$ cat src/hw/seq_defines.svh
`ifndef SEQ_DEFINES_SVH
`define SEQ_DEFINES_SVH

// thread table depth
`define SEQ_MAX_THREADS 8

// index into the table
`define SEQ_IDX_W 3

// live thread count, 0 to SEQ_MAX_THREADS
`define SEQ_CNT_W 4

`endif

$ cat src/hw/seq_prop_pkg.sv
package seq_prop_pkg;

    // consecutive samples with b low seen by a thread
    typedef enum logic [1:0] {
        run_zero = 2'd0,
        run_one  = 2'd1,
        run_two  = 2'd2
    } low_run_t;

    typedef struct packed {
        low_run_t low_run;
    } thread_rec_t;

endpackage

$ cat src/hw/seq_walk_pkg.sv
package seq_walk_pkg;

    typedef enum logic [1:0] {
        walk_idle   = 2'd0,
        walk_read   = 2'd1,  // reads, then one drain cycle
        walk_spawn  = 2'd2,
        walk_commit = 2'd3
    } walk_state_t;

    typedef struct packed {
        logic c;
        logic b;
    } sample_t;

endpackage

$ cat src/hw/thread_if.sv
`include "seq_defines.svh"

interface thread_if;
    import seq_prop_pkg::*;
    import seq_walk_pkg::*;

    logic                  rd_en;
    logic [`SEQ_IDX_W-1:0] rd_idx;
    logic                  spawn;   // step a fresh run_zero record
    logic                  commit;
    sample_t               sample;
    logic [`SEQ_CNT_W-1:0] live_count;
    thread_rec_t           rd_rec;
    logic                  rd_valid;
    logic                  overflow;
    logic                  wr_en;
    thread_rec_t           wr_rec;

    modport ctrl (
        output rd_en,
        output rd_idx,
        output spawn,
        output commit,
        output sample,
        input  live_count
    );

    modport tbl (
        input  rd_en,
        input  rd_idx,
        input  commit,
        input  wr_en,
        input  wr_rec,
        output rd_rec,
        output rd_valid,
        output live_count,
        output overflow
    );

    modport step (
        input  rd_rec,
        input  rd_valid,
        input  spawn,
        input  commit,
        input  sample,
        output wr_en,
        output wr_rec
    );

endinterface

$ cat src/hw/seq_monitor_top.sv
module seq_monitor_top (
    input  logic gclk,
    input  logic sys_rst,
    input  logic sample_valid,
    input  logic c,
    input  logic b,
    output logic busy,
    output logic succ,
    output logic fail,
    output logic overflow
);

    thread_if tif ();

    walk_ctrl i_walk_ctrl (
        .gclk         (gclk),
        .sys_rst      (sys_rst),
        .sample_valid (sample_valid),
        .c            (c),
        .b            (b),
        .busy         (busy),
        .tif          (tif.ctrl)
    );

    thread_table i_thread_table (
        .gclk    (gclk),
        .sys_rst (sys_rst),
        .tif     (tif.tbl)
    );

    seq_stepper i_seq_stepper (
        .gclk    (gclk),
        .sys_rst (sys_rst),
        .succ    (succ),
        .fail    (fail),
        .tif     (tif.step)
    );

    // lines up with the succ and fail registers in the stepper
    always_ff @(posedge gclk or posedge sys_rst) begin
        if (sys_rst) begin
            overflow <= 1'b0;
        end else begin
            overflow <= tif.overflow;
        end
    end

endmodule

$ cat src/hw/seq_stepper.sv
module seq_stepper (
    input  logic   gclk,
    input  logic   sys_rst,
    output logic   succ,
    output logic   fail,
    thread_if.step tif
);
    import seq_prop_pkg::*;

    thread_rec_t cur;
    thread_rec_t nxt;
    logic        act;
    logic        alive;
    logic        step_succ;
    logic        step_fail;
    logic        succ_acc;
    logic        fail_acc;

    assign act = tif.rd_valid || tif.spawn;

    // thread rule
    always_comb begin
        cur       = tif.spawn ? '{low_run: run_zero} : tif.rd_rec;
        nxt       = cur;
        alive     = 1'b0;
        step_succ = 1'b0;
        step_fail = 1'b0;
        if (!tif.sample.c) begin
            step_fail = 1'b1;
        end else if (cur.low_run == run_two) begin
            step_succ = 1'b1;
        end else begin
            alive = 1'b1;
            if (tif.sample.b) begin
                nxt.low_run = run_zero;
            end else if (cur.low_run == run_zero) begin
                nxt.low_run = run_one;
            end else begin
                nxt.low_run = run_two;
            end
        end
    end

    always_ff @(posedge gclk or posedge sys_rst) begin
        if (sys_rst) begin
            tif.wr_en <= 1'b0;
            succ_acc  <= 1'b0;
            fail_acc  <= 1'b0;
            succ      <= 1'b0;
            fail      <= 1'b0;
        end else begin
            tif.wr_en <= act && alive;  // dead threads are not written back
            if (tif.commit) begin
                succ     <= succ_acc;
                fail     <= fail_acc;
                succ_acc <= 1'b0;
                fail_acc <= 1'b0;
            end else begin
                succ <= 1'b0;
                fail <= 1'b0;
                if (act) begin
                    succ_acc <= succ_acc || step_succ;
                    fail_acc <= fail_acc || step_fail;
                end
            end
        end
    end

    always_ff @(posedge gclk) begin
        tif.wr_rec <= nxt;
    end

endmodule

$ cat src/hw/thread_table.sv
`include "seq_defines.svh"

module thread_table (
    input  logic  gclk,
    input  logic  sys_rst,
    thread_if.tbl tif
);
    import seq_prop_pkg::*;

    thread_rec_t           recs [`SEQ_MAX_THREADS];
    logic [`SEQ_CNT_W-1:0] wr_ptr;
    logic                  full;
    logic                  wr_ok;

    assign full  = (wr_ptr == `SEQ_CNT_W'(`SEQ_MAX_THREADS));
    assign wr_ok = tif.wr_en && !full;

    // only the spawn write-back can find the table full
    assign tif.overflow = tif.wr_en && full;

    always_ff @(posedge gclk or posedge sys_rst) begin
        if (sys_rst) begin
            tif.rd_valid   <= 1'b0;
            tif.live_count <= '0;
            wr_ptr         <= '0;
        end else begin
            tif.rd_valid <= tif.rd_en;
            if (tif.commit) begin
                // spawn write-back lands in the commit cycle
                tif.live_count <= wr_ok ? wr_ptr + 1'b1 : wr_ptr;
                wr_ptr         <= '0;
            end else if (wr_ok) begin
                wr_ptr <= wr_ptr + 1'b1;
            end
        end
    end

    // write pointer trails the read index, survivors pack toward slot 0
    always_ff @(posedge gclk) begin
        if (tif.rd_en) begin
            tif.rd_rec <= recs[tif.rd_idx];
        end
        if (wr_ok) begin
            recs[wr_ptr[`SEQ_IDX_W-1:0]] <= tif.wr_rec;
        end
    end

endmodule

$ cat src/hw/walk_ctrl.sv
`include "seq_defines.svh"

module walk_ctrl (
    input  logic   gclk,
    input  logic   sys_rst,
    input  logic   sample_valid,
    input  logic   c,
    input  logic   b,
    output logic   busy,
    thread_if.ctrl tif
);
    import seq_walk_pkg::*;

    walk_state_t           state;
    logic [`SEQ_CNT_W-1:0] rd_cnt;
    logic                  accept;

    assign busy   = (state != walk_idle);
    assign accept = sample_valid && !busy;  // pulses while busy are dropped

    // live_count only moves on commit, so it stays N for the whole walk
    assign tif.rd_en  = (state == walk_read) && (rd_cnt != tif.live_count);
    assign tif.rd_idx = rd_cnt[`SEQ_IDX_W-1:0];
    assign tif.spawn  = (state == walk_spawn);
    assign tif.commit = (state == walk_commit);

    always_ff @(posedge gclk or posedge sys_rst) begin
        if (sys_rst) begin
            state  <= walk_idle;
            rd_cnt <= '0;
        end else begin
            case (state)
                walk_idle: begin
                    if (accept) begin
                        state  <= walk_read;
                        rd_cnt <= '0;
                    end
                end
                walk_read: begin
                    // the cycle after the last read lets its record reach the stepper
                    if (rd_cnt == tif.live_count) begin
                        state <= walk_spawn;
                    end else begin
                        rd_cnt <= rd_cnt + 1'b1;
                    end
                end
                walk_spawn: begin
                    state <= walk_commit;
                end
                walk_commit: begin
                    state <= walk_idle;
                end
                default: begin
                    state <= walk_idle;
                end
            endcase
        end
    end

    // held for the stepper until the next acceptance
    always_ff @(posedge gclk) begin
        if (accept) begin
            tif.sample <= '{c: c, b: b};
        end
    end

endmodule

$ cat config.mk
export PLATFORM = sky130hd
export DESIGN_NAME = seq_monitor_top
export DESIGN_NICKNAME = d
export VERILOG_FILES = /design/src/hw/seq_prop_pkg.sv /design/src/hw/seq_walk_pkg.sv /design/src/hw/thread_if.sv /design/src/hw/seq_monitor_top.sv /design/src/hw/seq_stepper.sv /design/src/hw/thread_table.sv /design/src/hw/walk_ctrl.sv
export VERILOG_INCLUDE_DIRS = /design/src /design/src/hw
export SDC_FILE = /design/constraint.sdc
export NUM_CORES = 1
export LEC_CHECK = 0
export ABC_AREA = 1
export BUFFER_PORTS_ARGS = -buffer_cell sky130_fd_sc_hd__buf_4
export CAP_MARGIN = 40
export CORE_UTILIZATION = 42
export CTS_CLUSTER_DIAMETER = 60
export CTS_CLUSTER_SIZE = 8
export DETAILED_ROUTE_END_ITERATION = 8
export SYNTH_ARGS = -nofsm -noshare
export SYNTH_HDL_FRONTEND = slang
export SYNTH_SLANG_ARGS = --single-unit
$ cat constraint.sdc
create_clock -name gclk -period 2 [get_ports gclk]
set_input_delay 0.2 -clock gclk [delete_from_list [all_inputs] [get_ports gclk]]
set_output_delay 0.2 -clock gclk [all_outputs]
set_load 0.05 [all_outputs]
==> reports/metrics.yaml, run 1 <==
worst_setup_path:
  crit_fanout: 5
  cp_cell_sequence: "inv_1, ha_1, nand3_1, nand2_1, nor2_1, inv_1, nor2_1"
  cp-startpoint: "i_thread_table.wr_ptr[0]"
  r2r_start: "i_thread_table.wr_ptr[0]"
  cp-start-kind: "register"
  worst-path-buf-inv: 2
  cp-end-kind: "register"
  cpLargestDelayFamily: "simple AND/OR/NAND/NOR gates"
  worstPathArrival_ps: 1670
  critPathMaxStageDelay_ps: 420
  rr_worst_depth: 7
  cp_slowest_cell: "dfrtp_1"
  cp.depth: 7
  critPathKind: "register to register"
  cp.required_ps: 1990
power_and_ir_drop:
  finalPower_mw: 3.26
  cellLeakagePower_nw: 1.11
  vdd_drop_max_mv: 0.733
  p_per_area_nw_per_um2: 1440
place:
  numPortBuffers: 8
  preCtsSetupSlack_ps: 334
  hpwl_um: 2740
  finalWeightedCongestion: 0.790
sta:
  relSlewSlack_pct: 63.3
  rsz0062_at_grt: "false"
  timing.fmax_mhz: 595
  finalMaxSlewViolations: 0
  setup_viol: 0
  finalCriticalPeriod_ps: 1680
  setup_tns_ps: 0
  skew_ps: 4.30
  fin_crit_sh_pct: 84.0
  fin_ws_ps: 319
  tightest_slew_ps: 549
  hold_viol: 0
grt:
  grt_max_degree: 15
  grt_pass1_wl_um: 6290
  grt_overflow: 0
  grt_pass1_vias: 1383
  antenna_found_initial: 0
  grt_usage_pct: 16.7
cts:
  cts.clk_slew.worst_paths_ps: 80
  post-cts-setup-buffers: 0
  root_buffer: "clkbuf_8"
  clock_latency_ps: 290
  cts_buffer_depth: 2
  cts_buffers: 5
  htree_levels: 2
  cts_tree: "done"
  clock_sinks: 43
worst_hold_path:
  hold_start: "c"
  whs_path_depth: 1
  hold_path_class: "input port to register"
logic_synthesis:
  synth.most_common_cell: "nand2_1"
  syn_avg_cell_area_um2: 9.08
  syn_inst: 220
  ys_seq_area_share_pct: 58.4
  yosysTopAreaCell: "edfxtp_1"
  synth_edf_count: 20
  yosysWarnings: 0
  synth_area_um2: 2000
  netlist_top_cells_area: "edfxtp_1 30%, dfrtp_1 26%, nand2_1 11%"
  postSynthNetCount: 233
  ys_ff_latch: 43
  yosysTopAreaCellShare_pct: 30.1
  ys_top_cells_by_count: "57 x nand2_1, 29 x inv_1, 28 x nor2_1"
  synthFlopType: "dfrtp_1"
  async_flop_share_pct: 48.8
  synth_cell_types: 24
floorplanning:
  start_util_pct: 44.7
  die_y_um: 71.0
  ios: 9
  row_count: 24
  die_area_um2: 5040
  coreArea_um2: 4470
  die_x_um: 71.0
route:
  detail_route.wl_per_cell_um: 12.7
  drt-vias-per-instance: 4.91
  wl_um: 3640
  detail-route-antenna-nets: 0
  firstDrtPassIters: 4
  drc: 0
  via_count: 1410
  drt_iter0_markers: 62
flow_run:
  timing.max_cap.violations: 0
finish:
  final_nets: 247
  area_growth_pct: 13.2
  drive_above_1_share_pct: 11.5
  num_antenna_cells: 0
status:
  outcome: "complete, no violations"
## logic make-up after synthesis
family,synth area share (%)
AND/OR/NAND/NOR,22.3
AO/OA/AOI/OAI,6.32
XOR/XNOR,0.877
buffers and inverters,7.14
adder cells (fa/ha/maj),5.01
flip-flops,58.4
## where the power goes
group / total [mW] / switching, mW / internal [mW] / leakage, nW
Sequential: 1.36 / 0.179 / 1.18 / 0.479
Combinational: 1.11 / 0.749 / 0.362 / 0.562
Clock: 0.784 / 0.285 / 0.499 / 0.0654
## cells in the final DEF (no fill, tap or decap)
cell type,n
clkbuf_1,1
nor3_1,2
nand2_1,57
o21ai_0,17
buf_4,10
nor2_2,2
dfxtp_1,2
or2_1,1
nor2_1,28
nand2_2,1
dlygate4sd3_1,1
o22ai_1,4
xnor2_1,1
a21oi_1,2
edfxtp_1,20
nand4_1,4
nand3_1,8
clkbuf_8,5
a31oi_1,1
inv_1,29
dfrtp_1,21
inv_2,4
xor2_1,1
ha_1,8
bufinv_16,2
nand3_2,2
or2_2,1
## what timing repair did
action | CTS | global route
hold endpoints to repair | 13 | 0
endpoints found under the setup margin | 0 | 0
resized for setup | 0 | 0
hold buffers | 1 | 0
## routing by layer
layer	part of all wire [%]	GRT usage [%]	routed length, um	vias to the layer above
li1	-	-	-	733
met1	45	19.9	1630	653
met2	50	29.7	1820	18
met3	3.7	3.85	133	6
met4	1.5	6.00	56	0
met5	0	0	0	-
## registers in the layout, summed over array words and instances, names as in the netlist
name,cells
i_thread_table.tif.live_count,4
i_thread_table.tif.rd_valid,1
i_thread_table.recs,16
i_seq_stepper.tif.wr_en,1
i_thread_table.wr_ptr,4
i_walk_ctrl.rd_cnt,4
i_seq_stepper.succ,1
overflow,1
i_seq_stepper.tif.wr_rec,2
i_walk_ctrl.tif.sample,2
i_seq_stepper.succ_acc,1
i_seq_stepper.fail_acc,1
i_thread_table.tif.rd_rec,2
i_walk_ctrl.state,2
i_seq_stepper.fail,1
## per-stage QoR
| stage | instances | util (%) | instance area (um^2) | hold slack, ps |
|---|---|---|---|---|
| after floorplan | 220 | - | 2000 | 177 |
| after global placement | 278 | 47.4 | 2120 | 287 |
| after detailed placement | 278 | 47.4 | 2120 | 290 |
| after CTS | 287 | 50.6 | 2260 | 72.4 |
| after global routing | 287 | 50.6 | 2260 | 66.1 |
| final | 287 | 50.6 | 2260 | 82.8 |
## final cells by class
class,count,area (um^2)
Inverter,33,124
Fill cell,425,2210
Multi-Input combinational cell,140,689
Sequential cell,43,1170
Tap cell,52,65.1
Clock buffer,6,72.6
Clock inverter,2,60.1
Timing Repair Buffer,11,85.1
## path summary, 6_finish.rpt
| check | endpoint | slack (ps) |
|---|---|---|
| setup / recovery | i_thread_table.recs[0][1] | 320 |
| hold / removal | i_walk_ctrl.tif.sample[1] | 80 |
| setup reg to reg | i_thread_table.recs[0][1] | 320 |
| hold reg to reg | i_seq_stepper.succ | 490 |
| max in group asynchronous | i_seq_stepper.succ_acc | 970 |
| min in group asynchronous | i_thread_table.wr_ptr[1] | 510 |
Note: power is estimated with default switching activity, not from simulation.
==> run 2, diff against run 1 <==
clock period = 1.7 ns   (was 2 ns; I/O delays follow)
==> run 2 against run 1 <==
Register-to-register slack got worse by 240 ps. First-iteration DRC count rose by 19%. Routed wire length fell by 4.9%. Sequential power rose by 17%. Global-route usage fell by 1.8 points. Clock power fell by 23%. Largest power group unchanged. Combinational power rose by 23%. Critical endpoint is now i_thread_table.recs[3][1]. Critical path type unchanged.
==> reports/metrics.yaml, run 2 (same netlist as run 1, synthesis figures left out) <==
worst_setup_path:
  cp-startpoint: "i_thread_table.wr_ptr[0]"
  crit_fanout: 5
  rr_worst_depth: 7
  critPathKind: "register to register"
  r2r_start: "i_thread_table.wr_ptr[0]"
  cp-start-kind: "register"
  reg2reg_setup_slack_ps: 70
  crit_path_end: "i_thread_table.recs[3][1]"
  worstPathArrival_ps: 1620
  cp.required_ps: 1690
  reg2reg_to: "i_thread_table.recs[3][1]"
  cp-end-kind: "register"
grt:
  grt_max_degree: 22
  antenna_found_initial: 0
  grt_overflow: 0
  grt_pass1_wl_um: 5710
  grt_pass1_vias: 1257
  grt_usage_pct: 14.9
worst_hold_path:
  hold_path_class: "input port to register"
  hold_start: "c"
sta:
  fin_crit_sh_pct: 95.6
  rsz0062_at_grt: "false"
  finalCriticalPeriod_ps: 1630
  fin_ws_ps: 74.8
  setup_tns_ps: 0
  hold_viol: 0
  relSlewSlack_pct: 73.8
  finalMaxSlewViolations: 0
  timing.fmax_mhz: 615
  tightest_slew_ps: 393
  hold_slack_ps: 57.7
  setup_viol: 0
  skew_ps: 3.65
route:
  drt_iter0_markers: 74
  detail_route.wl_per_cell_um: 11.9
  wl_um: 3470
  via_count: 1415
  firstDrtPassIters: 4
  drt-vias-per-instance: 4.88
  detail-route-antenna-nets: 0
  drc: 0
floorplanning:
  start_util_pct: 44.7
  coreArea_um2: 4470
  die_area_um2: 5040
  row_count: 24
  ios: 9
  die_x_um: 71.0
  die_y_um: 71.0
finish:
  stdcell_count: 290
  layout_commonest_cell: "nand2_1"
  mostFrequentLayoutCells: "56 x nand2_1, 28 x inv_1, 27 x nor2_1"
  multiInputGateArea_um2: 694
  final_nets: 250
  num_antenna_cells: 0
  drive_above_1_share_pct: 14.3
  seq_area_um2: 1170
  area_growth_pct: 12.1
  fillers: 408
  largest_reg_flops: 16
flow_run:
  timing.max_cap.violations: 0
place:
  hpwl_um: 2590
  numPortBuffers: 8
  preCtsSetupSlack_ps: 68.3
  finalWeightedCongestion: 0.858
  dp.cells: 279
power_and_ir_drop:
  vdd_drop_max_mv: 1.00
  p_per_area_nw_per_um2: 1590
  finalPower_mw: 3.57
  cellLeakagePower_nw: 1.10
cts:
  htree_levels: 2
  cts_tree: "done"
  cts_buffer_depth: 2
  clock_latency_ps: 290
  root_buffer: "clkbuf_8"
  clock_sinks: 43
  cts.clk_slew.worst_paths_ps: 80
  cts_buffers: 5
status:
  outcome: "complete, no violations"
[run 2: stage by stage]
| step | util (%) | cell area, um^2 |
|---|---|---|
| 2_1_floorplan | - | 2000 |
| 6_report | 50.1 | 2240 |
| 5_1_grt | 50.1 | 2240 |
| 3_3_place_gp | 47.5 | 2130 |
| 4_1_cts | 49.6 | 2220 |
| 3_5_place_dp | 47.5 | 2130 |
[run 2: worst min path at each step]
stage,cells past startpoint,end
after floorplan,1,i_seq_stepper.fail
after global placement,3,i_thread_table.wr_ptr[0]
after detailed placement,3,i_thread_table.wr_ptr[2]
after CTS,1,i_walk_ctrl.tif.sample[1]
after global routing,1,i_walk_ctrl.tif.sample[0]
final,1,i_walk_ctrl.tif.sample[1]
[run 2: power by group]
| group | switching (mW) | internal (mW) | total [mW] |
|---|---|---|---|
| registers | 0.197 | 1.39 | 1.59 |
| logic | 0.907 | 0.467 | 1.37 |
| clock network | 0.325 | 0.281 | 0.606 |
[run 2: layer usage]
metal | vias up | track usage, % | wire length, um
met3 | 6 | 3.85 | 78
met4 | 0 | 5.56 | 67
li1 | 738 | - | -
met2 | 15 | 24.7 | 1650
met1 | 656 | 18.9 | 1670
met5 | - | 0 | 0
[run 2: repair_timing]
action	CTS	global route
setup endpoints to repair	0	8
endpoints found under the hold margin	21	0
setup buffers	0	2
gates resized for setup	0	3
hold buffers	1	0
[run 2: critical path, stage by stage (launching register included)]
cell and delay [ps]:
dfrtp_1 420, inv_1 90, ha_1 200, nand3_1 140
nand2_2 110, inv_1 110, nand2_1 90, nor2_1 170
[run 2: cell type report]
cell class	count	share of cell area [%]
flip-flops and latches	43	52.0
multi-input cells	140	31.0
inverters	33	5.53
repair buffers	14	4.80
clock buffers	5	3.07
well taps	52	2.90
clock inverters	3	0.670
==> run 3, diff against run 2 <==
==> constraint.sdc (replaced) <==
create_clock -name gclk -period 1.7 [get_ports gclk]
set_input_delay 0.255 -clock gclk [delete_from_list [all_inputs] [get_ports gclk]]
set_output_delay 0.255 -clock gclk [all_outputs]
set_load 0.05 [all_outputs]
==> run 3 against run 2 <==
Global-route usage about the same. Critical path depth unchanged. Setup slack about the same. Flip-flop and latch count unchanged. Clock skew unchanged. Die area unchanged. Worst hold slack got worse by 47 ps. Sequential power hardly changed. Core utilization fell by 0.22 points. Fmax barely moved. Highest routed layer unchanged. Register-to-register slack about the same.
==> reports/metrics.yaml, run 3 (same netlist as run 1, synthesis figures left out) <==
place:
  preCtsSetupSlack_ps: 68.3
  dp.cells: 279
  placed_cell_area_um2: 2130
  numPortBuffers: 8
  finalWeightedCongestion: 0.858
  hpwl_um: 2590
route:
  drc: 0
  drt-vias-per-instance: 4.88
  detail_route.wl_per_cell_um: 12.0
  firstDrtPassIters: 4
  via_count: 1411
  detail-route-antenna-nets: 0
  wl_um: 3460
  drt_iter0_markers: 74
sta:
  setup_viol: 0
  setup_tns_ps: 0
  finalCriticalPeriod_ps: 1630
  fin_ws_ps: 75.0
  relSlewSlack_pct: 73.8
  rsz0062_at_grt: "false"
  hold_viol: 0
  finalMaxSlewViolations: 0
  fin_crit_sh_pct: 95.6
  tightest_slew_ps: 393
  timing.fmax_mhz: 615
  skew_ps: 3.65
power_and_ir_drop:
  cellLeakagePower_nw: 1.10
  combPwrFrac_pct: 38.5
  p_clk_share_pct: 17.0
  p_per_area_nw_per_um2: 1600
  p_int_mw: 2.14
  vdd_drop_max_mv: 1.00
  p_seq_share_pct: 44.5
  p_sw_mw: 1.43
  netSwitchingFraction_pct: 40.1
worst_setup_path:
  critPathKind: "register to register"
  reg2reg_to: "i_thread_table.recs[3][1]"
  rr_worst_depth: 7
  cp.required_ps: 1690
  cp-end-kind: "register"
  worstPathArrival_ps: 1610
  cp-start-kind: "register"
  r2r_start: "i_thread_table.wr_ptr[0]"
  crit_fanout: 5
  reg2reg_setup_slack_ps: 70
finish:
  fin_area_um2: 2230
  final_nets: 249
  layout_commonest_cell: "nand2_1"
  fillers: 409
  mostFrequentLayoutCells: "56 x nand2_1, 28 x inv_1, 27 x nor2_1"
  num_antenna_cells: 0
  area_growth_pct: 11.6
  stdcell_count: 289
  largest_reg_flops: 16
  drive_above_1_share_pct: 14.3
grt:
  antenna_found_initial: 0
  grt_usage_pct: 14.9
  grt_pass1_vias: 1254
  grt_overflow: 0
  grt_pass1_wl_um: 5700
  grt_max_degree: 22
floorplanning:
  row_count: 24
  coreArea_um2: 4470
  die_area_um2: 5040
  ios: 9
  die_x_um: 71.0
  die_y_um: 71.0
  start_util_pct: 44.7
cts:
  clock_sinks: 43
  root_buffer: "clkbuf_8"
  cts_buffers: 5
  cts_tree: "done"
  htree_levels: 2
  cts.clk_slew.worst_paths_ps: 80
  clock_latency_ps: 290
  cts_buffer_depth: 2
status:
  outcome: "complete, no violations"
worst_hold_path:
  hold_path_class: "input port to asynchronous set/reset pin"
flow_run:
  timing.max_cap.violations: 0
==> run 3: changes by cell type in the layout (fill, tap and decap cells not counted), sizes merged <==
cell         before  now
dlygate4sd3       1    0
==> run 3: final cells by class <==
class                      count  area, um^2  area share [%]
clock buffer                   5        68.8            3.08
clock inverter                 3        15.0           0.673
timing repair buffer          13        97.6            4.37
tap                           52        65.1            2.92
multi-input combinational    140         694            31.1
sequential                    43        1170            52.3
inverter                      33         124            5.55
==> run 3: power groups by stage <==
stage	registers (mW)	clock network [mW]	logic, mW
after floorplan	1.59	0	0.984
after global placement	1.61	0	1.34
after detailed placement	1.61	0	1.34
after CTS	1.59	0.628	1.34
after global routing	1.62	0.667	1.56
final	1.59	0.606	1.37
==> run 3: per-layer routing <==
| metal | track usage (%) | vias up | routed length [um] |
|---|---|---|---|
| met5 | 0 | - | 0 |
| met1 | 18.8 | 654 | 1660 |
| met3 | 3.85 | 6 | 78 |
| met4 | 5.56 | 0 | 67 |
| met2 | 24.7 | 15 | 1650 |
| li1 | - | 736 | - |
==> run 3: worst max path at each step <==
stage               slack (ps)                startpoint  depth (start not counted)                                to
finish                      70  i_thread_table.wr_ptr[0]                          7         i_thread_table.recs[3][1]
global route                10  i_thread_table.wr_ptr[0]                         10  i_thread_table.tif.live_count[3]
CTS                         60  i_thread_table.wr_ptr[0]                          7         i_thread_table.recs[0][1]
detailed placement          70  i_thread_table.wr_ptr[0]                          7         i_thread_table.recs[0][1]
global placement           110  i_thread_table.wr_ptr[0]                          7         i_thread_table.recs[2][1]
floorplan                  210  i_thread_table.wr_ptr[0]                          7         i_thread_table.recs[0][0]
==> run 3: critical path: stages, from the launching register on <==
cell and delay, ps:
dfrtp_1 420, inv_1 90, ha_1 200, nand3_1 140, nand2_2 110, inv_1 110
nand2_1 90, nor2_1 170
==> run 3: what timing repair did <==
action / 4_1_cts / 5_1_grt
hold buffers: 0 / 0
endpoints found under the setup margin: 0 / 8
buffers inserted: 0 / 2
resized for setup: 0 / 3
==> run 3: through the flow <==
| step | power (mW) | utilization [%] | hold WS [ps] |
|---|---|---|---|
| floorplan | 2.57 | - | 232 |
| global placement | 2.95 | 47.5 | 313 |
| detailed placement | 2.95 | 47.5 | 323 |
| CTS | 3.56 | 49.4 | 9.19 |
| global route | 3.84 | 49.9 | 31.2 |
| finish | 3.57 | 49.9 | 10.7 |
